===== config.mk =====
export PLATFORM = sky130hd
export DESIGN_NAME = rvv_move_unit
export DESIGN_NICKNAME = d
export VERILOG_FILES = /design/src/common/rvv_pkg.sv /design/src/hdl/rvv_move_unit.sv
export VERILOG_INCLUDE_DIRS = /design/src /design/src/common
export SDC_FILE = /design/constraint.sdc
export NUM_CORES = 1
export LEC_CHECK = 0
export BUFFER_PORTS_ARGS = -buffer_cell sky130_fd_sc_hd__buf_2
export CAP_MARGIN = 10
export CORE_UTILIZATION = 49
export DETAILED_ROUTE_END_ITERATION = 12
export PLACE_DENSITY = 0.81
export SYNTH_ARGS = -nofsm -noshare
export SYNTH_HDL_FRONTEND = slang
export SYNTH_SLANG_ARGS = --single-unit
export TNS_END_PERCENT = 50

===== constraint.sdc =====
create_clock -name clk -period 5.28 [get_ports clk]
set_input_delay 0.792 -clock clk [delete_from_list [all_inputs] [get_ports clk]]
set_output_delay 0.792 -clock clk [all_outputs]
set_load 0.02 [all_outputs]

===== src/common/rvv_params.svh =====
`ifndef RVV_PARAMS_SVH
`define RVV_PARAMS_SVH

// vector register width in bits
`define RVV_VLEN 128

// architectural vector registers
`define RVV_NUM_VREGS 32

`define RVV_XLEN 32 // scalar and memory word

// vl and element counters, enough for 128 elements
`define RVV_VL_W 9

`endif


===== src/common/rvv_pkg.sv =====
`include "rvv_params.svh"

package rvv_pkg;

	typedef logic [`RVV_VLEN-1:0] vreg_t;
	typedef logic [4:0]           vreg_addr_t;
	typedef logic [`RVV_XLEN-1:0] xword_t;
	typedef logic [`RVV_VL_W-1:0] vl_t;

	// same encoding as the vsew field of vtype
	typedef enum logic [2:0] {
		sew_8  = 3'b000,
		sew_16 = 3'b001,
		sew_32 = 3'b010
	} sew_e;

	typedef logic [2:0] lmul_t; // vlmul field, integer values only

	typedef enum logic [3:0] {
		op_none,
		op_vsetvli,
		op_vsetivli,
		op_vsetvl,
		op_vload,
		op_vstore,
		op_vmv_v,
		op_vmv_xs,
		op_vmv_sx
	} rvv_op_e;

	// operand kind of vmv.v.*
	typedef enum logic [1:0] {
		opnd_vv,
		opnd_vx,
		opnd_vi
	} opnd_e;

endpackage


===== src/hdl/rvv_move_unit.sv =====
`timescale 1ns/1ps
`include "rvv_params.svh"

module rvv_move_unit import rvv_pkg::*; (
	input  logic       clk,
	input  logic       resetn,
	input  logic       start_i,
	input  rvv_op_e    op_i,
	input  opnd_e      opnd_i,
	input  xword_t     insn_i,
	input  xword_t     rs1_i,
	input  vl_t        vl_i,
	input  sew_e       sew_i,
	input  lmul_t      lmul_i,
	output vreg_addr_t raddr_o,
	input  vreg_t      rdata_i,
	output vreg_addr_t waddr_o,
	output vreg_t      wdata_o,
	output logic       we_o,
	output logic       done_o,
	output logic       wr_o,
	output xword_t     rd_o
);
	localparam int VLEN_LOG = $clog2(`RVV_VLEN);

	typedef enum logic {mv_idle, mv_walk} mv_state_e;

	mv_state_e  state;
	vl_t        remain; // elements still to fill
	vreg_addr_t reg_idx;
	vreg_t      old_q; // old contents of the register holding the tail
	int         epr_log;
	vl_t        epr;
	xword_t     elem;
	vreg_t      splat;
	vreg_t      lane_mask;
	vreg_t      walk_data;
	vreg_t      sx_data;
	xword_t     xs_word;
	logic       last;

	function automatic vreg_t fill_mask(vl_t cnt, sew_e sew);
		int bits;
		bits = int'(cnt) << (int'(sew) + 3);
		if (bits >= `RVV_VLEN)
			return '1;
		return ~(vreg_t'('1) << bits);
	endfunction

	always_comb begin
		epr_log = VLEN_LOG - 3 - int'(sew_i);
		epr = vl_t'(1) << epr_log;
		if (state == mv_walk)
			raddr_o = insn_i[19:15] + reg_idx; // vs1 + offset
		else if (op_i == op_vmv_xs)
			raddr_o = insn_i[24:20];
		else if (op_i == op_vmv_v)
			raddr_o = insn_i[11:7] + vreg_addr_t'(vl_i >> epr_log);
		else
			raddr_o = insn_i[11:7];

		elem = (opnd_i == opnd_vi) ? {{27{insn_i[19]}}, insn_i[19:15]} : rs1_i;
		case (sew_i)
			sew_8: begin
				splat = {(`RVV_VLEN / 8){elem[7:0]}};
				sx_data = {rdata_i[`RVV_VLEN-1:8], rs1_i[7:0]};
				xs_word = {{24{rdata_i[7]}}, rdata_i[7:0]};
			end
			sew_16: begin
				splat = {(`RVV_VLEN / 16){elem[15:0]}};
				sx_data = {rdata_i[`RVV_VLEN-1:16], rs1_i[15:0]};
				xs_word = {{16{rdata_i[15]}}, rdata_i[15:0]};
			end
			default: begin
				splat = {(`RVV_VLEN / 32){elem}};
				sx_data = {rdata_i[`RVV_VLEN-1:32], rs1_i};
				xs_word = rdata_i[31:0];
			end
		endcase
		lane_mask = fill_mask(remain, sew_i);
		walk_data = (((opnd_i == opnd_vv) ? rdata_i : splat) & lane_mask) | (old_q & ~lane_mask);
		last = (remain <= epr) || (reg_idx == vreg_addr_t'((1 << lmul_i) - 1));
	end

	always_ff @(posedge clk) begin
		if (!resetn) begin
			state <= mv_idle;
			remain <= '0;
			reg_idx <= '0;
			we_o <= 1'b0;
			done_o <= 1'b0;
			wr_o <= 1'b0;
		end else begin
			we_o <= 1'b0;
			done_o <= 1'b0;
			wr_o <= 1'b0;
			case (state)
				mv_idle: begin
					if (start_i) begin
						case (op_i)
							op_vmv_xs: begin
								done_o <= 1'b1;
								wr_o <= 1'b1;
							end
							op_vmv_sx: begin
								done_o <= 1'b1;
								we_o <= (vl_i != '0);
							end
							op_vmv_v: begin
								state <= mv_walk;
								remain <= vl_i;
								reg_idx <= '0;
							end
							default: ;
						endcase
					end
				end
				default: begin
					we_o <= 1'b1; // one register per cycle
					if (last) begin
						done_o <= 1'b1;
						state <= mv_idle;
					end else begin
						remain <= remain - epr;
						reg_idx <= reg_idx + 1'b1;
					end
				end
			endcase
		end
	end

	always_ff @(posedge clk) begin
		if (state == mv_walk) begin
			wdata_o <= walk_data;
			waddr_o <= insn_i[11:7] + reg_idx;
		end else begin
			wdata_o <= sx_data;
			waddr_o <= insn_i[11:7];
			old_q <= rdata_i; // read before any write of the group
		end
		rd_o <= xs_word;
	end

endmodule


# --- Yosys cells after proc, flatten, opt, wreduce, memory -nomap -nowiden ---
# Cells that the tools add are included.
op_classes:
  order_cmp: 2
  eq_ne: 7
  reduce_logical: 9
  mux: 33
  n_addsub: 8
  n_bitwise: 7
  shifts: 5
ops:
  columns: ["operator", "n"]
  rows:
  - ["128-bit two-way mux", 4]
  - ["128-bit bitwise AND", 2]
  - ["128-bit NOT", 2]
  - ["128-bit one-hot mux with 2 select lines", 1]
  - ["128-bit bitwise OR", 1]
  - ["32-bit one-hot mux with 2 select lines", 2]
  - ["128-bit by 32-bit << shifter with 128-bit output (first input constant)", 1]
  - ["5-bit two-way mux", 8]
  - ["9-bit two-way mux", 4]
  - ["32-bit by 9-bit greater-or-equal comparator with 1-bit output (second input constant)", 1]
  - ["32-bit two-way mux", 1]
  - ["1-bit by 32-bit << shifter with 9-bit output (first input constant)", 1]
  - ["9-bit by 4-bit << shifter with 32-bit output", 1]
  - ["9-bit by 32-bit >> shifter with 5-bit output", 1]
  - ["5-bit adder", 3]
  - ["1-bit two-way mux", 13]
  - ["9-bit less-or-equal comparator", 1]
  - ["9-bit nonzero test", 1]
  - ["9-bit subtractor", 1]
  - ["4-bit by 3-bit == test with 1-bit output (second input constant)", 2]
  - ["5-bit by 1-bit adder with 5-bit output (second input constant)", 1]
  - ["5-bit == test", 1]
  - ["1-bit by 3-bit << shifter with 5-bit output (first input constant)", 1]
  - ["5-bit by 2-bit subtractor with 5-bit output (second input constant)", 1]
  - ["other kinds (14)", 16]
totals:
  output_inout_bits: 173
  wordCells: 81
  reg_bits: 311

# --- Longest topological paths before layout ---
logic_depth:
  depth_word: 9
  mapped_depth: 20
  mapped_depth_nobuf: 15

# --- Worst setup path before layout ---
# No wires, ideal clock.
synth_timing:
  path_kind: "input port to output port"
  from: "in sew_i[0]"
  to: "out raddr_o[4]"
  stages: 16
  t_arrival_ns: 4.649
  n_path_buf: 4
  setup_slack_ns: -0.161
  required_ns: 4.488
  cell_sequence: "buf_2 -> buf_2 -> inv_2 -> ha_1 -> ha_1 -> clkbuf_1 -> clkbuf_1 -> mux4_2 -> and2_1 -> ha_1 -> a21o_1 -> a21oi_1 -> xor2_1 -> mux2_2 -> nor2_1 -> o31ai_1"
synth_via:
  elab_chain_len: 6
synth_rtl:
  columns: ["item", "line_no", "text"]
  rows:
  - ["start: declaration", "rvv_move_unit.sv:13", "input sew_e sew_i,"]
  - ["3-bit by 3-bit subtractor with 4-bit output", "rvv_move_unit.sv:51", "epr_log = VLEN_LOG - 3 - int'(sew_i);"]
  - ["9-bit by 32-bit >> shifter with 5-bit output", "rvv_move_unit.sv:58", "raddr_o = insn_i[11:7] + vreg_addr_t'(vl_i >> epr_log);"]
  - ["5-bit adder", "rvv_move_unit.sv:58", null]
  - ["5-bit two-way mux", "rvv_move_unit.sv:57", "else if (op_i == op_vmv_v)"]
  - ["5-bit two-way mux", "rvv_move_unit.sv:55", "else if (op_i == op_vmv_xs)"]
  - ["5-bit two-way mux", "rvv_move_unit.sv:53", "if (state == mv_walk)"]
  - ["end: declaration", "rvv_move_unit.sv:15", "output vreg_addr_t raddr_o,"]
# No other way between the ends.

# --- Worst setup path in the final report ---
# Ends and elaborated chain as after synthesis.

==> impl_summary.md <==
Setup path
At the worst endpoint, the arrival time is 3.94 ns. Among all stages on the critical path, the largest delay is contributed by sky130_fd_sc_hd__ha_1. The number of cells on the worst reg-to-reg path is 9.

The endpoint type of the worst setup path is an output pin. The kind of cell adding the most delay to the critical path is adder cells. Walking the worst path, the cells encountered are buf_2 -> inv_2 -> ha_1 -> clkinv_1 -> mux4_2 -> ha_1 -> inv_1 -> fa_1 -> inv_1 -> a21o_1 -> a21oi_1 -> xor2_1 -> mux2_2 -> nor2_1 -> o31ai_2 -> buf_2.

In this run the number of cells on the critical path is 16. STA classifies the critical path startpoint as an input pin. By startpoint and endpoint, the worst setup path is classified as in -> out. The maximum fanout along the worst path is 11. For the worst setup path, the data required time is 4.49 ns. The worst path buffer plus inverter count is 6.

The stage delay of the slowest cell on the critical path is 0.54 ns.

STA
The final worst clock skew is 0.0221 ns. The count of endpoints failing setup in the final report is 0. For the pin with the worst max-slew slack, the measured transition is 1.17 ns. The highest clock rate is 211 MHz. The total negative slack is 0 ns.

After layout, the minimum clock period comes to 4.74 ns. The count of final hold-check violations is 0. Measured against its own limit, the worst slew margin works out to 21.8%. The part of the cycle the worst path needs is 89.7%. The count of pins over their slew limit was 0. Setup repair after global routing left no endpoint under its margin.

Drt
Across all layers, the routed design uses 15400 vias. The post-route DRC violation count is 0. The routed via count divided by cell count is 6.43. After detailed routing, the average wire length per cell comes to 24.6 um. The number of DRC violations after detailed-routing iteration 0 is 2317. The number of antenna-violating nets in the routed design is 0. The length of the first detailed-routing pass in iterations is 8.

Summed over all layers, the routed wires come to 59000 um.

Min path
Along the worst hold path, the cell count comes to 1. The worst hold-check path type is in -> reg.

Yosys
The share of synthesized area occupied by flip-flops and latches is 48.2%. The count of flip-flops with a built-in enable after synthesis is 128. Counting flops and latches in the post-synthesis netlist gives 311. The synthesized area per cell is 9.57 um^2. The total number of yosys warnings is 0. The most used flip-flop cell after synthesis is sky130_fd_sc_hd__dfxtp_1.

The synthesized cell area is 15600 um^2. The netlist uses 74 different library cells. After technology mapping, the gate count stands at 1627. The synthesized net count is 1870.

The post-synthesis async set-or-reset flop share is 0%.

Die
The floorplan step defined a die boundary enclosing 32500 um^2. In this run the core area contains 64 standard-cell rows. The number of ports placed on the die boundary is 389.

Measured along the y axis, the die boundary spans 180 um. The floorplan step defined a core boundary enclosing 30900 um^2. The initial utilization of the core area, before any placement, comes to 50.4%.

The horizontal die dimension is 180 um.

Pwr
The leakage power is 8.20 nW. For this design the ratio of total power to cell area is 350 nW/um^2. The worst vdd rail ir drop is 281 uV. The design draws 0.00662 W.

Clocking
The clock passes through at most 3 buffers. TritonCTS created 35 clock buffers. At the later pin of the worst-skew pair, clock insertion delay measures 0.53 ns. The H-tree generated during clock tree synthesis spans 2 levels. Clock tree synthesis found a total of 311 sinks. The clock tree from TritonCTS is done. The post-CTS setup-driven buffer insertion count is 0. The root buffer selected by CTS is sky130_fd_sc_hd__clkbuf_16. Post-CTS repair changed the size of 0 cells. Clock-pin slew was measured on the worst setup and hold paths at 0.06 ns. Hold repair after CTS inserted 0 buffers.

Final layout
The area taken by flip-flops and latches is 7510 um^2. The count of nets after finishing is 2205. The layout overhead on the synthesized area is 21.4%. The post-layout utilization of the core is 61.1%. Fill cells in the final layout number 2661. Summing all multi-input logic gate instances after layout gives 7430 um^2. Cells with a size suffix above 1 make up 25.3% of the layout.

GRT
The pin count of the biggest net entering global routing is 119. The total overflow left after global routing is 0. The overall global routing resource usage is 35.4%. The number of global-route vias before repair is 14900.

The first global-routing pass estimated 88600 um of wire. The initial antenna violation count was 11.

Place
The last weighted congestion value of the routability-driven placer is 0.931. Detailed placement ended at an HPWL of 42400 um. Port buffering added 371 buffers.

Run status
The flow ran to the end, and the final reports show no timing, DRC or antenna violations.

Run
The number of violations of the max-capacitance limit is 0.
## placed cells by master, fill, tap and decap left out, types with 22 or more instances in the layout
cell type,instances
sky130_fd_sc_hd__a21o_1,43
sky130_fd_sc_hd__a21oi_1,163
sky130_fd_sc_hd__a31oi_1,28
sky130_fd_sc_hd__and3_1,22
sky130_fd_sc_hd__buf_2,371
sky130_fd_sc_hd__buf_4,40
sky130_fd_sc_hd__clkbuf_16,36
sky130_fd_sc_hd__dfxtp_1,182
sky130_fd_sc_hd__edfxtp_1,128
sky130_fd_sc_hd__ha_1,23
sky130_fd_sc_hd__inv_1,36
sky130_fd_sc_hd__mux2i_1,88
sky130_fd_sc_hd__nand2_1,147
sky130_fd_sc_hd__nand3_1,28
sky130_fd_sc_hd__nor2_1,83
sky130_fd_sc_hd__o21ai_0,172
sky130_fd_sc_hd__o2bb2ai_1,38
## metal layers
metal | GRT usage (%) | wire length, um | share of wire [%]
met2 | 54.8 | 26200 | 44
met3 | 8.87 | 7530 | 13
met4 | 15.6 | 2790 | 4.7
met1 | 46.8 | 22400 | 38
met5 | 0 | 13 | 0.022
## flip-flops by register name, summed over array words and instances (netlist names)
name and cells:
wr_o 1, old_q 128, rd_o 32, remain 9, waddr_o 5, we_o 1
done_o 1, wdata_o 128, state 1, reg_idx 5
## worst reg2reg max path, delay by kind of cell, from the launching register on
kind | cells | cell delay, ns
buffers and inverters | 1 | 0.27
DFF | 1 | 0.43
muxes | 1 | 0.62
and+or+nand+nor | 3 | 0.77
AOI/OAI and AO/OA | 4 | 1.32
## logic make-up (layout without fill, tap and decap cells)
kind of cell / Yosys count / count (layout) / share of synthesized area (%)
compound gates: 630 / 630 / 25.7
xor+xnor: 20 / 20 / 1.13
fa+ha+maj: 27 / 27 / 2.36
buf+inv: 155 / 517 / 4.20
flops: 311 / 311 / 48.2
mux: 101 / 101 / 6.96
other cells: 0 / 11 / 0
simple gates: 383 / 383 / 11.4
## Yosys cell counts (all sizes together), types with 23 or more instances
| cell | count | area, um^2 |
|---|---|---|
| ha | 23 | 288 |
| nand3 | 28 | 140 |
| inv | 37 | 139 |
| o21ai | 190 | 951 |
| nand2 | 149 | 562 |
| buf | 31 | 188 |
| clkbuf | 82 | 308 |
| a21o | 43 | 323 |
| o2bb2ai | 38 | 333 |
| dfxtp | 183 | 3660 |
| a21oi | 165 | 833 |
| nor2 | 87 | 332 |
| a31oi | 28 | 175 |
| edfxtp | 128 | 3840 |
| mux2i | 88 | 881 |
## through the flow
step	setup WS (ns)	area, um^2	hold WS, ns	std cells
6_report	0.543	18900	0.413	2396
5_1_grt	0.288	18900	0.409	2395
4_1_cts	0.546	18900	0.406	2385
3_5_place_dp	0.427	17800	0.483	2321
3_3_place_gp	0.494	17800	0.474	2321
2_1_floorplan	0.0918	15600	0.456	1627
## final cells by class
cell class,count,area share [%]
Inverter,42,0.874
Clock buffer,44,5.09
Timing Repair Buffer,411,11.4
Multi-Input combinational cell,1161,39.3
Sequential cell,311,39.7
Antenna cell,11,0.146
Clock inverter,20,0.814
Tap cell,396,2.62
## worst paths after layout
kind              startpoint            to  slack [ns]
setup / recovery    sew_i[0]    raddr_o[4]        0.54
hold reg to reg   old_q[103]  wdata_o[103]        0.50
setup reg to reg   remain[3]   wdata_o[36]        1.72
hold / removal    rdata_i[1]       rd_o[1]        0.41
## power breakdown
group          internal [W]  switching [W]  leakage [nW]
combinational      0.000516        0.00100          4.76
clock               0.00136        0.00103         0.552
sequential          0.00266      0.0000552          2.89
No activity file was read; power rests on OpenSTA's default activity.
