## src/common/rvv_params.svh

```systemverilog
`ifndef RVV_PARAMS_SVH
`define RVV_PARAMS_SVH

// vector register width in bits
`define RVV_VLEN 128

// architectural vector registers
`define RVV_NUM_VREGS 32

`define RVV_XLEN 32 // scalar and memory word

// vl and element counters, enough for 128 elements
`define RVV_VL_W 9

`endif

```

## src/common/rvv_pkg.sv

```systemverilog
`include "rvv_params.svh"

package rvv_pkg;

	typedef logic [`RVV_VLEN-1:0] vreg_t;
	typedef logic [4:0]           vreg_addr_t;
	typedef logic [`RVV_XLEN-1:0] xword_t;
	typedef logic [`RVV_VL_W-1:0] vl_t;

	// same encoding as the vsew field of vtype
	typedef enum logic [2:0] {
		sew_8  = 3'b000,
		sew_16 = 3'b001,
		sew_32 = 3'b010
	} sew_e;

	typedef logic [2:0] lmul_t; // vlmul field, integer values only

	typedef enum logic [3:0] {
		op_none,
		op_vsetvli,
		op_vsetivli,
		op_vsetvl,
		op_vload,
		op_vstore,
		op_vmv_v,
		op_vmv_xs,
		op_vmv_sx
	} rvv_op_e;

	// operand kind of vmv.v.*
	typedef enum logic [1:0] {
		opnd_vv,
		opnd_vx,
		opnd_vi
	} opnd_e;

endpackage

```

## src/hdl/rvv_issue.sv

```systemverilog
`timescale 1ns/1ps

module rvv_issue import rvv_pkg::*; (
	input  logic    clk,
	input  logic    resetn,
	input  logic    pcpi_valid_i,
	input  xword_t  pcpi_insn_i,
	output logic    pcpi_ready_o,
	output logic    pcpi_wait_o,
	output logic    pcpi_wr_o,
	output xword_t  pcpi_rd_o,
	output logic    pcpi_is_rvv_o,
	output rvv_op_e op_o,
	output opnd_e   opnd_o,
	output logic    cfg_start_o,
	output logic    mv_start_o,
	output logic    lsu_start_o,
	input  logic    cfg_done_i,
	input  vl_t     cfg_vl_i,
	input  logic    mv_done_i,
	input  logic    mv_wr_i,
	input  xword_t  mv_rd_i,
	input  logic    lsu_done_i
);
	rvv_op_e dec_op;
	opnd_e   dec_opnd;
	logic    busy;
	logic    accept;
	logic    unit_done;

	always_comb begin
		dec_op = op_none;
		dec_opnd = opnd_vv;
		case (pcpi_insn_i[6:0])
			7'b1010111: begin
				if (pcpi_insn_i[14:12] == 3'b111) begin
					if (!pcpi_insn_i[31])
						dec_op = op_vsetvli;
					else if (pcpi_insn_i[31:30] == 2'b11)
						dec_op = op_vsetivli;
					else if (pcpi_insn_i[31:25] == 7'b1000000)
						dec_op = op_vsetvl;
				end else if (pcpi_insn_i[31:25] == 7'b0101111 && pcpi_insn_i[24:20] == 5'd0) begin
					// vmv.v.* is vmerge with vm set and vs2 = v0
					case (pcpi_insn_i[14:12])
						3'b000: dec_op = op_vmv_v;
						3'b100: begin
							dec_op = op_vmv_v;
							dec_opnd = opnd_vx;
						end
						3'b011: begin
							dec_op = op_vmv_v;
							dec_opnd = opnd_vi;
						end
						default: ;
					endcase
				end else if (pcpi_insn_i[31:25] == 7'b0100001) begin
					if (pcpi_insn_i[14:12] == 3'b010 && pcpi_insn_i[19:15] == 5'd0)
						dec_op = op_vmv_xs;
					else if (pcpi_insn_i[14:12] == 3'b110 && pcpi_insn_i[24:20] == 5'd0)
						dec_op = op_vmv_sx;
				end
			end
			7'b0000111, 7'b0100111: begin
				// unit stride only: nf 0, mew 0, mop 0, vm 1, lumop 0
				if (pcpi_insn_i[31:25] == 7'b0000001 && pcpi_insn_i[24:20] == 5'd0 &&
						pcpi_insn_i[14:12] inside {3'b000, 3'b101, 3'b110})
					dec_op = pcpi_insn_i[5] ? op_vstore : op_vload;
			end
			default: ;
		endcase
	end

	assign pcpi_is_rvv_o = (dec_op != op_none);
	assign pcpi_wait_o = busy;

	// no accept in the ready cycle, valid is still up then
	assign accept = pcpi_valid_i && pcpi_is_rvv_o && !busy && !pcpi_ready_o;
	assign unit_done = cfg_done_i | mv_done_i | lsu_done_i;

	always_ff @(posedge clk) begin
		if (!resetn) begin
			busy <= 1'b0;
			op_o <= op_none;
			opnd_o <= opnd_vv;
			cfg_start_o <= 1'b0;
			mv_start_o <= 1'b0;
			lsu_start_o <= 1'b0;
			pcpi_ready_o <= 1'b0;
			pcpi_wr_o <= 1'b0;
		end else begin
			cfg_start_o <= 1'b0;
			mv_start_o <= 1'b0;
			lsu_start_o <= 1'b0;
			pcpi_ready_o <= 1'b0;
			pcpi_wr_o <= 1'b0;
			if (accept) begin
				busy <= 1'b1;
				op_o <= dec_op; // held until the next accept
				opnd_o <= dec_opnd;
				cfg_start_o <= dec_op inside {op_vsetvli, op_vsetivli, op_vsetvl};
				mv_start_o <= dec_op inside {op_vmv_v, op_vmv_xs, op_vmv_sx};
				lsu_start_o <= dec_op inside {op_vload, op_vstore};
			end
			if (unit_done) begin
				busy <= 1'b0;
				pcpi_ready_o <= 1'b1;
				pcpi_wr_o <= cfg_done_i | (mv_done_i & mv_wr_i);
			end
		end
	end

	always_ff @(posedge clk) begin
		if (cfg_done_i)
			pcpi_rd_o <= xword_t'(cfg_vl_i); // new vl
		else
			pcpi_rd_o <= mv_rd_i;
	end

	// units run one at a time
	assert property (@(posedge clk) disable iff (!resetn)
		$onehot0({cfg_done_i, mv_done_i, lsu_done_i}));

endmodule

```

## config.mk

```make
export PLATFORM = sky130hd
export DESIGN_NAME = rvv_issue
export DESIGN_NICKNAME = d
export VERILOG_FILES = /design/src/common/rvv_pkg.sv /design/src/hdl/rvv_issue.sv
export VERILOG_INCLUDE_DIRS = /design/src /design/src/common
export SDC_FILE = /design/constraint.sdc
export NUM_CORES = 1
export LEC_CHECK = 0
export ABC_AREA = 1
export BUFFER_PORTS_ARGS = -buffer_cell sky130_fd_sc_hd__buf_2
export CORE_ASPECT_RATIO = 1.2
export CORE_MARGIN = 5
export CORE_UTILIZATION = 40
export CTS_CLUSTER_SIZE = 40
export DETAILED_ROUTE_END_ITERATION = 7
export GPL_TIMING_DRIVEN = 0
export PLACE_DENSITY = 0.74
export SYNTH_ARGS = -nofsm -noshare
export SYNTH_HDL_FRONTEND = slang
export SYNTH_SLANG_ARGS = --single-unit
```

## constraint.sdc

```tcl
create_clock -name clk -period 1.5 [get_ports clk]
set_input_delay 0.075 -clock clk [delete_from_list [all_inputs] [get_ports clk]]
set_output_delay 0.075 -clock clk [all_outputs]
set_load 0.01 [all_outputs]
```

# ---- Word-level counts from Yosys, hierarchy flattened
# Cells that the tools add are included.
dict set report op_classes {
  addsub 0
  mul 0
  n_div 0
  n_lt_le_gt_ge 0
  eq_ne 22
  shifts 0
  mux 18
  bitwise_logic 5
  n_reduce_logical 23
}
# cell n
set op_table {}
lappend op_table {{7-bit by 6-bit == test with 1-bit output (second input constant)} 3}
lappend op_table {{4-bit two-way mux} 5}
lappend op_table {{4-bit by 3-bit == test with 1-bit output (second input constant)} 4}
lappend op_table {{7-bit == test (second input constant)} 2}
lappend op_table {{3-bit == test (second input constant)} 4}
lappend op_table {{2-bit two-way mux} 6}
lappend op_table {{5-bit logical NOT} 2}
lappend op_table {{9-bit two-way mux} 1}
lappend op_table {{3-bit nonzero test} 3}
lappend op_table {{4-bit by 2-bit == test with 1-bit output (second input constant)} 2}
lappend op_table {{1-bit logical AND} 8}
lappend op_table {{4-bit one-hot mux with 2 select lines} 1}
lappend op_table {{7-bit by 1-bit == test with 1-bit output (second input constant)} 1}
lappend op_table {{7-bit by 3-bit == test with 1-bit output (second input constant)} 1}
lappend op_table {{3-bit by 2-bit == test with 1-bit output (second input constant)} 2}
lappend op_table {{3-bit two-way mux} 2}
lappend op_table {{4-bit by 1-bit == test with 1-bit output (second input constant)} 1}
lappend op_table {{4-bit == test (second input constant)} 1}
lappend op_table {{2-bit one-hot mux with 2 select lines} 1}
lappend op_table {{2-bit AND reduction} 2}
lappend op_table {{4-bit nonzero test} 1}
lappend op_table {{2-bit OR reduction} 2}
lappend op_table {{3-bit logical NOT} 1}
lappend op_table {{1-bit OR} 3}
lappend op_table {{7 further kinds} 9}
dict set report word_totals {
  ff_bits 44
  latchBits 0
  ram_bits 0
  romBits 0
  inputBits 80
  out_inout_bits 45
  wordCells 78
  memories 0
}

# ---- Logic depth before layout (Yosys ltp)
dict set report depth {
  ltp_word 13
  ltp_mapped 14
}

# ---- Least setup slack after synthesis
# No wires, ideal clock.
dict set report synth_path {
  kind {in2reg}
  start {input pcpi_insn_i[3]}
  end {register opnd_o[0]}
  setup_ps 113
  t_arrival_ps 1113
  slack_ps 274
  cell_stages 12
  path_cell_list {inv_1 -> nand2_1 -> nor2_2 -> nand3_1 -> nor2_1 -> nand2_1 -> nor2_2 -> nor2_2 -> nand2_4 -> nand2_8 -> nor2_1 -> nor2_1}
}
dict set report synth_via {
  elab_chain_cells 7
}
# element line
set synth_lines {}
lappend synth_lines {{start, declared} rvv_issue.sv:7} ;# input xword_t pcpi_insn_i,
lappend synth_lines {{7-bit by 3-bit == test with 1-bit output / 7-bit by 6-bit == test with 1-bit output (equally long branches)} rvv_issue.sv:34} ;# case (pcpi_insn_i[6:0])
lappend synth_lines {{2-bit OR reduction} rvv_issue.sv:34}
lappend synth_lines {{4-bit one-hot mux with 2 select lines (*)} rvv_issue.sv:34}
lappend synth_lines {{4-bit nonzero test (*)} rvv_issue.sv:74} ;# assign pcpi_is_rvv_o = (dec_op != op_none);
lappend synth_lines {{net pcpi_is_rvv_o} rvv_issue.sv:12} ;# output logic pcpi_is_rvv_o,
lappend synth_lines {{1-bit logical AND (*) (3 in a row)} rvv_issue.sv:78} ;# assign accept = pcpi_valid_i && pcpi_is_rvv_o && !busy && !pcpi_ready_o;
lappend synth_lines {{end signal, assigned} rvv_issue.sv:85} ;# opnd_o <= opnd_vv;
lappend synth_lines {{end signal, assigned} rvv_issue.sv:100} ;# opnd_o <= dec_opnd;
lappend synth_lines {{end, declared} rvv_issue.sv:14} ;# output opnd_e opnd_o,
# The timed path passes the listed nets; every way through them passes the cells marked *.
# A chain may end at the register's enable or synchronous reset.

# ---- Final worst setup path
dict set report layout_path {
  start {input pcpi_insn_i[3]}
  end {output pcpi_is_rvv_o}
}
dict set report layout_via {
  elab_chain_cells 4
}
# element line
set layout_lines {}
lappend layout_lines {{7-bit by 3-bit == test with 1-bit output / 7-bit by 6-bit == test with 1-bit output (equally long branches)} rvv_issue.sv:34}
lappend layout_lines {{2-bit OR reduction} rvv_issue.sv:34}
lappend layout_lines {{4-bit one-hot mux with 2 select lines (*)} rvv_issue.sv:34}
lappend layout_lines {{4-bit nonzero test (*)} rvv_issue.sv:74}
lappend layout_lines {{end, declared} rvv_issue.sv:12}
# Mark *: on every way between the ends. The rest lies on a longest branch, timed or not.

==> reports/results.md <==
| Item | Value |
|:---|:---|
| Synthesized area per cell | 7.10 um^2 |
| Transition time at the pin with the least slew margin | 604 ps |
| Max VDD drop | 0.579 mV |
| Endpoints failing setup | 0 |
| DR pass1 iterations | 4 |
| Weighted congestion at the end of routability-driven global placement | 0.745 |
| Distinct cells, synth | 21 |
| Worst hold slack | 40.9 ps |
| Fraction of final layout cells sized beyond drive strength 1 | 35.4% |
| Number of enable flip-flop cells after synthesis | 0 |
| CTS Root Cell | sky130_fd_sc_hd__clkbuf_8 |
| Tcrit/Tclk final | 88.6% |
| Reg2Reg Capture Point | opnd_o[0] |
| Final setup TNS | 0 ps |
| Buffers on Ports | 118 |
| Highest net fanout along the worst path | 5 |
| I/O pin cnt | 125 |
| RR Startpoint | pcpi_wait_o |
| Number of clock buffers inserted by TritonCTS | 5 |
| Biggest area contributors in the synthesized netlist | sky130_fd_sc_hd__dfxtp_1, sky130_fd_sc_hd__nand2_1, sky130_fd_sc_hd__nor2_1, sky130_fd_sc_hd__inv_1, sky130_fd_sc_hd__nand2_2 |
| Synthesized instance count | 250 |
| DR DRC count | 0 |
| H-tree level count | 2 |
| HPWL Detailed | 3730 um |
| Placement Cell Area | 2440 um^2 |
| Time the worst path needs with I/O delays and setup | 1330 ps |
| Type of element capturing the critical path | output pin |
| Largest net degree at the start of global routing | 13 |
| Routed wire length | 5610 um |
| Syn nets | 330 |
| Chip Width | 70.8 um |
| Fin. Hold Viols | 0 |
| Filler cell count in the final layout | 350 |
| Proportion of synthesized chip area in sequential cells | 49.6% |
| Congestion Overflow GR | 0 |
| Category of the critical setup timing path | input pin to output pin |
| Number of nets with antenna violations after detailed routing | 0 |
| Latest clock arrival within the worst-skew pair | 280 ps |
| Total power | 0.00249 W |
| Most repeated cell in the gate-level netlist after synthesis | sky130_fd_sc_hd__nand2_1 |
| Finished Layout Cells | 472 |
| Via count of the first global-routing pass | 2,198 |
| Clock transition at the registers of the reported paths | 70 ps |
| Share of Yosys cell area claimed by the top area cell type | 49.6% |
| Vias post-DR | 2,086 |
| Placeable Area | 4290 um^2 |
| DRC marker count from the first detailed-route iteration | 52 |
| Kind of path behind the tightest hold check | input pin to flip-flop |
| FF-to-FF setup slack | 180 ps |
| Post-Place Cells | 424 |
| Final setup skew | 2.94 ps |
| Post-route cell area | 2950 um^2 |
| Required time worst endpoint | 1420 ps |
| Count of warnings emitted by yosys | 0 |
| Post-detailed-route wirelength per cell | 11.9 um |
| Clock tree sinks | 44 |
| Achievable clock frequency | 752 MHz |
| Data arrival time of the critical path | 1250 ps |
| Slew HR | 59.6% |
| Bufs on Longest Clock Path | 2 |
| Clock tree from TritonCTS | yes |
| Standard-cell row count | 26 |
| Post-synth top cells | sky130_fd_sc_hd__nand2_1, sky130_fd_sc_hd__nor2_1, sky130_fd_sc_hd__dfxtp_1 |
| Yosys top cell by area | sky130_fd_sc_hd__dfxtp_1 |
| Setup repair after global routing missed its margin | false |
| Number of antenna violations at the first check in global routing | 1 |
| Total Nets Final | 496 |
| Syn-to-layout area delta | 66.2% |
| Cell area after technology mapping | 1780 um^2 |
| Global-route usage over all layers | 20.1% |
| Termination of the worst setup path | pcpi_is_rvv_o |
| Share of synthesized flip-flops with an asynchronous set or reset | 0% |
| Effective utilization at floorplan | 41.3% |
| Synthesized flop and latch total | 44 |
| Leak Pwr | 1.64 nW |
| Wire length of the first global-routing pass | 9560 um |
| Power per unit of standard cell area | 843 nW/um^2 |
| Startpoint of the most critical setup path | pcpi_insn_i[3] |
| Top FF cell, synth | sky130_fd_sc_hd__dfxtp_1 |
| Total count of max-transition violations in the final report | 0 |
| Startpoint type of the worst setup path | input pin |
| Vertical extent of the die | 83.0 um |
| Reg2reg path depth | 7 |
| Die outline area | 5880 um^2 |
| Outcome | finished clean |
| Max-cap violations | 0 |
| Via density per instance | 4.42 |
## registers in the layout, indices dropped and copies added (netlist names)
name	flops
lsu_start_o	1
pcpi_wr_o	1
pcpi_wait_o	1
mv_start_o	1
pcpi_ready_o	1
cfg_start_o	1
pcpi_rd_o	32
op_o	4
opnd_o	2
## layout make-up
type	instances	area (um^2)	area share, %
Multi-Input combinational cell	155	703	23.8
Timing Repair Buffer	159	1000	33.9
Tap cell	56	70.1	2.37
Sequential cell	44	881	29.9
Clock buffer	5	68.8	2.33
Antenna cell	1	2.50	0.0848
Clock inverter	1	30.0	1.02
Buffer	4	15.0	0.509
Inverter	47	179	6.06
## cell usage in the layout (no fill, tap or decap), types with 2 or more instances in the layout
master                          instances
sky130_fd_sc_hd__buf_2                118
sky130_fd_sc_hd__nand2_1               59
sky130_fd_sc_hd__nor2_1                52
sky130_fd_sc_hd__dfxtp_1               44
sky130_fd_sc_hd__inv_1                 43
sky130_fd_sc_hd__dlygate4sd3_1         41
sky130_fd_sc_hd__nand2_2               10
sky130_fd_sc_hd__nand3_1                7
sky130_fd_sc_hd__nor2_2                 6
sky130_fd_sc_hd__a21oi_1                6
sky130_fd_sc_hd__clkbuf_8               5
sky130_fd_sc_hd__clkbuf_1               4
sky130_fd_sc_hd__nor3_1                 4
sky130_fd_sc_hd__o21ai_0                3
sky130_fd_sc_hd__clkinv_1               2
sky130_fd_sc_hd__nor2_4                 2
## critical path: stages
cell and delay [ps]:
sky130_fd_sc_hd__buf_2 100, sky130_fd_sc_hd__inv_1 40, sky130_fd_sc_hd__nand2_1 50, sky130_fd_sc_hd__nor2_2 90, sky130_fd_sc_hd__nand3_1 170, sky130_fd_sc_hd__nor2_1 180, sky130_fd_sc_hd__nand2_1 100, sky130_fd_sc_hd__nor2_2 140
sky130_fd_sc_hd__nor2_2 70, sky130_fd_sc_hd__nand2_4 100, sky130_fd_sc_hd__buf_2 140
## worst min path at each step
stage                from      endpoint  slack, ps  cells past startpoint
5_1_grt            resetn     opnd_o[0]         70                      3
4_1_cts        lsu_done_i  pcpi_ready_o         30                      3
3_3_place_gp   mv_rd_i[8]  pcpi_rd_o[8]        260                      3
2_1_floorplan  mv_rd_i[0]  pcpi_rd_o[0]        180                      2
6_report       lsu_done_i  pcpi_ready_o         40                      3
3_5_place_dp   mv_rd_i[1]  pcpi_rd_o[1]        270                      3
## power by group
part | switching (W) | total (W) | internal, W
combinational | 0.000192 | 0.000413 | 0.000221
sequential | 0.0000131 | 0.00124 | 0.00122
clock | 0.000359 | 0.000837 | 0.000478
total | 0.000564 | 0.00249 | 0.00192
## stage by stage
| stage | worst slack (ps) | util [%] |
|---|---|---|
| floorplan | 274 | - |
| global placement | 36.1 | 56.7 |
| detailed placement | -4.00 | 56.7 |
| CTS | 157 | 68.6 |
| global route | 7.20 | 68.7 |
| finish | 171 | 68.7 |
## logic make-up after synthesis
logic type / Yosys count / share of synthesized area (%)
AND/OR/NAND/NOR: 146 / 36.9
buffers and inverters: 51 / 10.9
flip-flops: 44 / 49.6
AO/OA/AOI/OAI: 9 / 2.54
## what timing repair did
item | 4_1_cts | 5_1_grt
gates resized for setup | 0 | 1
setup endpoints to repair | 0 | 1
hold buffers | 41 | 0
endpoints found under the hold margin | 32 | 0
setup buffers | 0 | 0
## per-layer routing
layer	part of all wire [%]	GRT usage, %
met5	0	0
met1	33	18.3
met2	50	34.5
met4	4.8	12.1
met3	12	10.6
No activity file was read; power rests on OpenSTA's default activity.
