--- src/common/rvv_params.svh ---
`ifndef RVV_PARAMS_SVH
`define RVV_PARAMS_SVH

// vector register width in bits
`define RVV_VLEN 128

// architectural vector registers
`define RVV_NUM_VREGS 32

`define RVV_XLEN 32 // scalar and memory word

// vl and element counters, enough for 128 elements
`define RVV_VL_W 9

`endif

--- src/common/rvv_pkg.sv ---
`include "rvv_params.svh"

package rvv_pkg;

	typedef logic [`RVV_VLEN-1:0] vreg_t;
	typedef logic [4:0]           vreg_addr_t;
	typedef logic [`RVV_XLEN-1:0] xword_t;
	typedef logic [`RVV_VL_W-1:0] vl_t;

	// same encoding as the vsew field of vtype
	typedef enum logic [2:0] {
		sew_8  = 3'b000,
		sew_16 = 3'b001,
		sew_32 = 3'b010
	} sew_e;

	typedef logic [2:0] lmul_t; // vlmul field, integer values only

	typedef enum logic [3:0] {
		op_none,
		op_vsetvli,
		op_vsetivli,
		op_vsetvl,
		op_vload,
		op_vstore,
		op_vmv_v,
		op_vmv_xs,
		op_vmv_sx
	} rvv_op_e;

	// operand kind of vmv.v.*
	typedef enum logic [1:0] {
		opnd_vv,
		opnd_vx,
		opnd_vi
	} opnd_e;

endpackage

--- src/hdl/rvv_vcfg.sv ---
`timescale 1ns/1ps
`include "rvv_params.svh"

module rvv_vcfg import rvv_pkg::*; (
	input  logic    clk,
	input  logic    resetn,
	input  logic    start_i,
	input  rvv_op_e op_i,
	input  xword_t  insn_i,
	input  xword_t  rs1_i,
	input  xword_t  rs2_i,
	output logic    done_o,
	output vl_t     vl_o,
	output sew_e    sew_o,
	output lmul_t   lmul_o
);
	logic       vill;
	logic [2:0] new_sew;
	lmul_t      new_lmul;
	logic       bad_vtype;
	vl_t        vlmax;
	xword_t     avl;
	vl_t        new_vl;

	always_comb begin
		if (op_i == op_vsetvl) begin
			new_sew = rs2_i[5:3];
			new_lmul = rs2_i[2:0];
		end else begin
			new_sew = insn_i[25:23];
			new_lmul = insn_i[22:20];
		end
		// sew 64, fractional or reserved lmul, or vill requested
		bad_vtype = (new_sew > 3'b010) || new_lmul[2] || (op_i == op_vsetvl && rs2_i[31]);
		vlmax = vl_t'(`RVV_VLEN >> (new_sew + 3)) << new_lmul[1:0];
		if (op_i == op_vsetivli)
			avl = {27'd0, insn_i[19:15]}; // uimm5
		else if (insn_i[19:15] != 5'd0)
			avl = rs1_i;
		else if (insn_i[11:7] != 5'd0)
			avl = '1; // rd only, take vlmax
		else
			avl = xword_t'(vl_o);
		new_vl = (avl < xword_t'(vlmax)) ? vl_t'(avl) : vlmax;
	end

	always_ff @(posedge clk) begin
		if (!resetn) begin
			vill <= 1'b1;
			vl_o <= '0;
			sew_o <= sew_8;
			lmul_o <= '0;
			done_o <= 1'b0;
		end else begin
			done_o <= start_i; // never stalls
			if (start_i) begin
				vill <= bad_vtype;
				vl_o <= bad_vtype ? '0 : new_vl;
				sew_o <= bad_vtype ? sew_8 : sew_e'(new_sew);
				lmul_o <= bad_vtype ? '0 : new_lmul;
			end
		end
	end

	assert property (@(posedge clk) disable iff (!resetn)
		(vl_o <= vl_t'(`RVV_VLEN)) && (!vill || vl_o == '0));

endmodule

--- config.mk ---
export PLATFORM = sky130hd
export DESIGN_NAME = rvv_vcfg
export DESIGN_NICKNAME = d
export VERILOG_FILES = /design/src/common/rvv_pkg.sv /design/src/hdl/rvv_vcfg.sv
export VERILOG_INCLUDE_DIRS = /design/src /design/src/common
export SDC_FILE = /design/constraint.sdc
export NUM_CORES = 1
export LEC_CHECK = 0
export BUFFER_PORTS_ARGS = -buffer_cell sky130_fd_sc_hd__buf_2
export CAP_MARGIN = 20
export CORE_ASPECT_RATIO = 0.5
export CORE_MARGIN = 3
export CORE_UTILIZATION = 40
export CTS_CLUSTER_SIZE = 25
export DETAILED_ROUTE_END_ITERATION = 6
export HOLD_SLACK_MARGIN = 0.02
export PLACE_DENSITY = 0.95
export SLEW_MARGIN = 20
export SYNTH_ARGS = -nofsm -noshare
export SYNTH_HDL_FRONTEND = slang
export SYNTH_SLANG_ARGS = --single-unit
export TNS_END_PERCENT = 100
--- constraint.sdc ---
create_clock -name clk -period 10.2 [get_ports clk]
set_input_delay 2.04 -clock clk [delete_from_list [all_inputs] [get_ports clk]]
set_output_delay 2.04 -clock clk [all_outputs]
set_load 0.02 [all_outputs]
# --- Yosys cells after proc, flatten, opt, wreduce, memory -nomap -nowiden ---
# Cells that the tools add are included.
# Widths: inputs -> output; s select.
word_totals:
  regBits: 16
  out_inout_bits: 16
  elab_cells: 25
op_classes:
  addsub: 1
  order_cmp: 2
  eq_ne: 2
  shifts: 2
  mux: 9
  n_reduce_logical: 5
ops:
  columns: ["cell", "count"]
  rows:
  - ["$mux 32", 3]
  - ["$lt 32x9->1", 1]
  - ["$mux 9", 2]
  - ["$mux 3", 4]
  - ["$reduce_bool 5->1", 2]
  - ["$shl 9x2->9", 1]
  - ["$shr 8x4->9 const A", 1]
  - ["$eq 4x2->1 const B", 2]
  - ["$add 3x2->4 const B", 1]
  - ["$gt 3x2->1 const B", 1]
  - ["$logic_or 1x1->1", 2]
  - ["$logic_and 1x1->1", 1]

# --- Longest topological paths before layout ---
# Gate-level depths: netlist of the first run.
logic_depth:
  depth_word: 8
  depth_mapped: 14
  mapped_depth_nobuf: 13

# --- Least setup slack after synthesis of the first run ---
# OpenSTA, ideal clock, no wires.
synth_timing:
  path_kind: "input-to-reg"
  from: "input port insn_i[16]"
  to: "register vl_o[2]"
  setup_ns: 0.122
  t_arrival_ns: 5.066
  t_required_ns: 10.078
  setup_slack_ns: 5.012
  cell_stages: 13
  cell_sequence: "or4_4 or4_4 buf_6 o221ai_1 inv_1 ha_1 a21o_1 a21o_1 a21oi_1 o21ai_2 nor4_2 nor2_1 a221o_1"
synth_between:
  elab_chain_len: 6
synth_lines:
  columns: ["item", "line", "text"]
  rows:
  - ["start, declared", "rvv_vcfg.sv:9", "input xword_t insn_i,"]
  - ["$reduce_bool 5->1", "rvv_vcfg.sv:38", "else if (insn_i[19:15] != 5'd0)"]
  - ["$mux 32", "rvv_vcfg.sv:38", null]
  - ["$mux 32 *", "rvv_vcfg.sv:36", "if (op_i == op_vsetivli)"]
  - ["$lt 32x9->1", "rvv_vcfg.sv:44", "new_vl = (avl < xword_t'(vlmax)) ? vl_t'(avl) : vlmax;"]
  - ["$mux 9 *", "rvv_vcfg.sv:44", null]
  - ["$mux 9 *", "rvv_vcfg.sv:58", "vl_o <= bad_vtype ? '0 : new_vl;"]
  - ["end signal, assigned", "rvv_vcfg.sv:58", null]
  - ["end, declared", "rvv_vcfg.sv:13", "output vl_t vl_o,"]
# Every way passes the cells marked *; elsewhere a longest branch is shown, timed or not.
# A chain may end at the register's enable or synchronous reset.

# --- Worst setup path after layout of the first run ---
layout_timing:
  from: "input port op_i[2]"
  to: "register vl_o[2]"
layout_between:
  elab_chain_len: 8
layout_lines:
  columns: ["item", "line", "text"]
  rows:
  - ["start, declared", "rvv_vcfg.sv:8", "input rvv_op_e op_i,"]
  - ["$eq 4x2->1", "rvv_vcfg.sv:26, rvv_vcfg.sv:34", null]
  - ["$mux 3", "rvv_vcfg.sv:26", "if (op_i == op_vsetvl) begin"]
  - ["$add 3x2->4", "rvv_vcfg.sv:35", "vlmax = vl_t'(`RVV_VLEN >> (new_sew + 3)) << new_lmul[1:0];"]
  - ["$shr 8x4->9 (no source line)", null, null]
  - ["$shl 9x2->9", "rvv_vcfg.sv:35", null]
  - ["$lt 32x9->1", "rvv_vcfg.sv:44", null]
  - ["$mux 9", "rvv_vcfg.sv:44", null]
  - ["$mux 9 *", "rvv_vcfg.sv:58", null]
# Marks and branches as above.

==> results of run 1 <==
kinds of logic (layout without fill, tap and decap cells):
family                     count (synthesis)  count (layout)  share of synthesized area
buffers and inverters                      8              85                     0.0285
and+or+nand+nor                           72              72                      0.320
AOI/OAI and AO/OA                         53              53                      0.295
muxes                                      6               6                     0.0466
adders and majority gates                  7               7                     0.0666
DFF                                       16              16                      0.244
metrics by stage:
stage | util | hold WS (ns) | std cells
after CTS | 0.583 | 0.461 | 279
after global routing | 0.583 | 0.489 | 279
after floorplan | - | 0.537 | 162
after detailed placement | 0.565 | 0.446 | 275
final | 0.583 | 0.457 | 279
after global placement | 0.565 | 0.437 | 275
routing by layer:
metal,track usage,part of all wire,vias up
li1,-,-,799
met1,0.245,0.38,790
met4,0.0963,0.034,0
met3,0.0429,0.090,26
met5,0,0,-
met2,0.360,0.49,103
area by class of cell:
type	instances	area share
well taps	40	0.0280
flip-flops and latches	16	0.179
inverters	3	0.00630
multi-input cells	138	0.536
repair buffers	78	0.220
clock buffers	4	0.0308
layout by cell type, fill, tap and decap left out, types with 4 or more instances in the layout:
cell type and n:
nand2_1 19, a21oi_1 5, clkbuf_8 4, and2_1 5
o211ai_1 4, nand3_1 5, mux2i_1 5, buf_2 77
nor2_1 11, o22ai_1 4, o21ai_0 11, o311ai_1 4
nor4_1 6, ha_1 7, dfxtp_1 16, nor3b_1 6
where the power goes:
group / switching [mW] / total (mW) / internal, mW
combinational: 0.0235 / 0.0439 / 0.0204
sequential: 0.000360 / 0.0636 / 0.0632
clock: 0.0215 / 0.0557 / 0.0342
total: 0.0453 / 0.163 / 0.118
registers in the layout (all words and copies together) (netlist names):
name,count
sew_o,3
done_o,1
vl_o,9
lmul_o,3
final timing paths:
path,startpoint,to,cells past startpoint
worst max register to register,vl_o[5]$_SDFFE_PN0P_,vl_o[2]$_SDFFE_PN0P_,10
worst min register to register,lmul_o[2]$_SDFFE_PN0P_,lmul_o[2]$_SDFFE_PN0P_,1
worst max-delay path,op_i[2],vl_o[2]$_SDFFE_PN0P_,13
worst min-delay path,lmul_o[2]$_SDFFE_PN0P_,lmul_o[2]$_SDFFE_PN0P_,1
==> run summary, run 1 <==
Final WS setup -> 4.61 ns
Via count -> 1,718
CP most frequent cell -> a21o_1
Final slew viol count -> 0
RSZ-0062 raised after global routing -> no
Reg2reg setup slack -> 7.43 ns
Die width -> 87.1 µm
Max incr delay on CP -> 0.64 ns
Antenna diodes -> 0
GPL Wtd Cong -> 0.914
Initial Utilization -> 0.429
Hold buffers post-CTS -> 0
MaxCap Viol Count -> 0
Worst Setup End Kind -> register
Congestion Overflow GR -> 0
Fillers -> 270
Setup TNS -> 0 ns
Reg area -> 320 µm²
CTS tree -> yes
Status -> complete, no violations
H-Tree Depth -> 1
IO Port Bufs -> 77
Power per cell area -> 91.3 nW/µm²
Tmin final -> 5.59 ns
Root Driver -> clkbuf_8
Worst-path cell with the longest stage delay -> mux2i_1
Final instance area -> 1790 µm²
Crit-path cells -> buf_2 > and4bb_2 > mux2i_1 > nor3b_1 > nand2_1 > ha_1 > a21o_1 > a21o_1 > a21oi_1 > o21ai_2 > nor4_2 > nor2_1 > a221o_1
Cells after synthesis -> 162
Post-synth top area share -> 0.244
Bufs on Longest Clock Path -> 2
Achievable Freq -> 179 MHz
Total clock sinks -> 16
Cts bufs inserted -> 3
Final setup vio count -> 0
Synthesized flop and latch total -> 16
Leakage -> 0.797 nW
HPWL Detailed -> 3360 µm
Sequential area share after synthesis -> 0.244
Most common cell in the netlist -> nand2_1
First-iteration detailed-routing DRC count -> 206
Cell Area, Synth -> 1320 µm²
Post-cts repair resize count -> 0
Critical path class -> in2reg
Top cells by count, synth -> nand2_1 (19), dfxtp_1 (16), nor2_1 (11), o21ai_0 (11), ha_1 (7)
Die height -> 46.5 µm
DP Area -> 1730 µm²
Area grow syn2layout -> 35.9%
Avg Cell Area, Syn -> 8.12 µm²
Total Wirelength -> 4370 µm
Synth Warn # -> 0
Largest net degree at the start of global routing -> 16
CP Data Required Time -> 10.34 ns
Maximum vdd drop -> 0.0000429 V
Worst path top cell family by delay -> simple AND/OR/NAND/NOR gates
Initial antenna violation count -> 0
Number of synthesized flops with an enable pin -> 0
Final ANT Viol Nets -> 0
Layout cells sized above 1 -> 0.410
Vias in the first global route -> 1,505
Final Hold Vio Count -> 0
Synth top area cells -> dfxtp_1 (24%), ha_1 (6.7%), nand2_1 (5.4%), o21ai_0 (4.2%), mux2i_1 (3.8%)
Post-place setup slack -> 4.59 ns
Ys async rst share -> 0
First-pass GRT wire length -> 6560 µm
Worst-case clock skew -> 0.00501 ns
NumNets Final -> 350
Clock latency on the worst-skew pair -> 0.25 ns
Critical path launch point type -> primary input
DR vias/cell -> 6.16
Worst Path Arrival -> 5.73 ns
Drt pass-1 iters -> 6
Area of the multi-input gates -> 957 µm²
I/O pins -> 119
Tcrit/Tclk final -> 0.548
Area leader, netlist -> dfxtp_1
GRT Overall Usage -> 0.205
# DRC -> 0
WL/cell -> 15.7 µm
Setup bufs post-CTS -> 0
Crit path buf inv count -> 1
Rel. slew slack -> 0.350
Clock slew at reported path FFs -> 0.06 ns
Pwr Total -> 0.163 mW
Synthesized net count -> 272
Worst Tran Pin Value -> 0.973 ns
Hold crit path type -> reg2reg
Core ar. -> 3070 µm²
Top FF cell, synth -> dfxtp_1
Die area -> 4050 µm²
Worst Path Max Fanout -> 13
FP Rows -> 14
Cell variety after synth -> 49
(Power assumes the default switching activity.)
==> run 2, diff against run 1 <==
Settings changed: CORE_UTILIZATION 40 to 34, PLACE_DENSITY 0.95 to 0.87.
Clock period 10.2 ns to 4.77 ns, I/O delays scaled along.
==> run 2 against run 1 <==
Net effect:
- largest cell class unchanged
- highest routed layer unchanged
- wire length increased by 3.8%
- critical path depth unchanged
- sequential cell count unchanged
- cell count increased by 5.4%
- clock power increased by 120%
==> run summary, run 2 (synthesis gave the netlist of run 1 again) <==
Status -> complete, no violations
Tmin final -> 4.14 ns
Vias in the first global route -> 1,611 (+7.0%)
GPL Wtd Cong -> 0.868 (-5.0%)
I/O pins -> 119 (unchanged)
Most common cell after layout, fill and taps aside -> buf_2
Sequential Power Share -> 0.387 (-0.003)
Rel. slew slack -> 0.312 (-0.0375)
Worst-case clock skew -> 0.00306 ns (-0.00195 ns)
Final ANT Viol Nets -> 0 (unchanged)
Max reg flops -> 9 (unchanged)
Initial Utilization -> 0.369 (-0.0602)
Hold crit path type -> reg2reg
Largest regs -> vl_o (9), lmul_o (3), sew_o (3)
NumNets Final -> 354 (+1.1%)
Internal power -> 0.253 mW (+110%)
MaxCap Viol Count -> 0 (unchanged)
RSZ-0062 raised after global routing -> no
Clock latency on the worst-skew pair -> 0.25 ns (about the same)
Die height -> 50.0 µm (+7.4%)
# DRC -> 0 (unchanged)
Core ar. -> 3570 µm² (+16%)
Antenna diodes -> 0 (unchanged)
Critical path class -> in2reg
Final slew viol count -> 0 (unchanged)
Psw -> 0.0986 mW (+120%)
Leakage -> 0.817 nW (+2.5%)
Hold buffers post-CTS -> 0 (unchanged)
Post-cts repair resize count -> 0 (unchanged)
Total clock sinks -> 16 (unchanged)
Root Driver -> clkbuf_8
Drt pass-1 iters -> 4 (-2)
Most frequent cells in the layout -> buf_2 (77), nand2_1 (19), dfxtp_1 (16)
Comb power frac -> 0.266 (-0.003)
Critical path launch point type -> primary input
Initial antenna violation count -> 0 (unchanged)
HPWL Detailed -> 3640 µm (+8.2%)
Layout cells sized above 1 -> 0.420 (+0.00971)
Tcrit/Tclk final -> 0.868
Worst Setup End Kind -> register
Achievable Freq -> 241 MHz
DR vias/cell -> 5.75 (-6.6%)
WL/cell -> 15.4 µm (-1.5%)
Total Wirelength -> 4540 µm (+3.8%)
Bufs on Longest Clock Path -> 2 (unchanged)
Sw frac -> 0.281 (+0.00283)
Setup bufs post-CTS -> 0 (unchanged)
Largest register by flop count -> vl_o
Worst Path Max Fanout -> 9 (-4)
Worst Tran Pin Value -> 1.03 ns (+0.0561 ns)
Pwr Total -> 0.351 mW (+120%)
Power per cell area -> 192 nW/µm² (+110%)
Clock slew at reported path FFs -> 0.06 ns (about the same)
First-iteration detailed-routing DRC count -> 140 (-32%)
Via count -> 1,690 (-1.6%)
Worst Path Arrival -> 4.26 ns (-1.47 ns)
GRT Overall Usage -> 0.189 (-0.0160)
First-pass GRT wire length -> 7130 µm (+8.7%)
H-Tree Depth -> 1 (unchanged)
Reg2reg path depth -> 10 (unchanged)
Setup TNS -> 0 ns (unchanged)
Final setup vio count -> 0 (unchanged)
IO Port Bufs -> 77 (unchanged)
CTS tree -> yes
Hold path cells -> 1 (unchanged)
Final Hold Vio Count -> 0 (unchanged)
Area grow syn2layout -> 39.2%
Cts bufs inserted -> 3 (unchanged)
Congestion Overflow GR -> 0 (unchanged)
CP Data Required Time -> 4.88 ns (-5.46 ns)
Maximum vdd drop -> 0.0000979 V (+130%)
Die area -> 4700 µm² (+16%)
Clock power share -> 0.348 (+0.007)
Die width -> 94.0 µm (+7.9%)
FP Rows -> 15 (+1)
Largest net degree at the start of global routing -> 16 (unchanged)
run 2: path summary, 6_finish.rpt:
kind | start | to | slack [ns]
hold / removal | lmul_o[2]$_SDFFE_PN0P_ | lmul_o[2]$_SDFFE_PN0P_ | 0.46
setup / recovery | insn_i[16] | vl_o[6]$_SDFFE_PN0P_ | 0.63
setup reg to reg | vl_o[5]$_SDFFE_PN0P_ | vl_o[6]$_SDFFE_PN0P_ | 2.28
hold reg to reg | lmul_o[2]$_SDFFE_PN0P_ | lmul_o[2]$_SDFFE_PN0P_ | 0.46
run 2: area by class of cell:
| type | instances | area, µm² |
|---|---|---|
| fillers | 329 | 1740 |
| multi-input cells | 138 | 957 |
| repair buffers | 82 | 423 |
| flip-flops and latches | 16 | 320 |
| well taps | 51 | 63.8 |
| clock buffers | 4 | 55.1 |
| inverters | 3 | 11.3 |
run 2: per-stage QoR:
step / setup slack [ns] / util / cells / area, µm² / hold slack, ns
finish: 0.627 / 0.513 / 294 / 1830 / 0.457
global route: 0.448 / 0.513 / 294 / 1830 / 0.490
CTS: 0.664 / 0.513 / 294 / 1830 / 0.466
detailed placement: 0.452 / 0.498 / 290 / 1780 / 0.441
global placement: 0.528 / 0.498 / 290 / 1780 / 0.438
floorplan: 0.668 / - / 162 / 1320 / 0.537
run 2: critical path, cell delays in order:
cell and delay (ns):
buf_2 0.10, or4_4 0.53, or4_4 0.58, o221ai_1 0.25, inv_1 0.07, ha_1 0.30
a21o_1 0.18, a21o_1 0.17, a21oi_1 0.20, o21ai_2 0.13, or4_4 0.51, nand2_2 0.16
o311ai_1 0.10
run 2: power by group through the flow:
stage               registers, mW  clock network [mW]  logic [mW]
finish                      0.136               0.122      0.0933
global route                0.136               0.133       0.103
CTS                         0.136               0.125      0.0916
detailed placement          0.139                   0      0.0905
global placement            0.139                   0      0.0858
floorplan                   0.141                   0      0.0458
run 2: metal layers:
metal | track usage | share of wire
met4 | 0.0624 | 0.022
met1 | 0.213 | 0.39
met3 | 0.0686 | 0.073
met5 | 0 | 0
met2 | 0.331 | 0.52
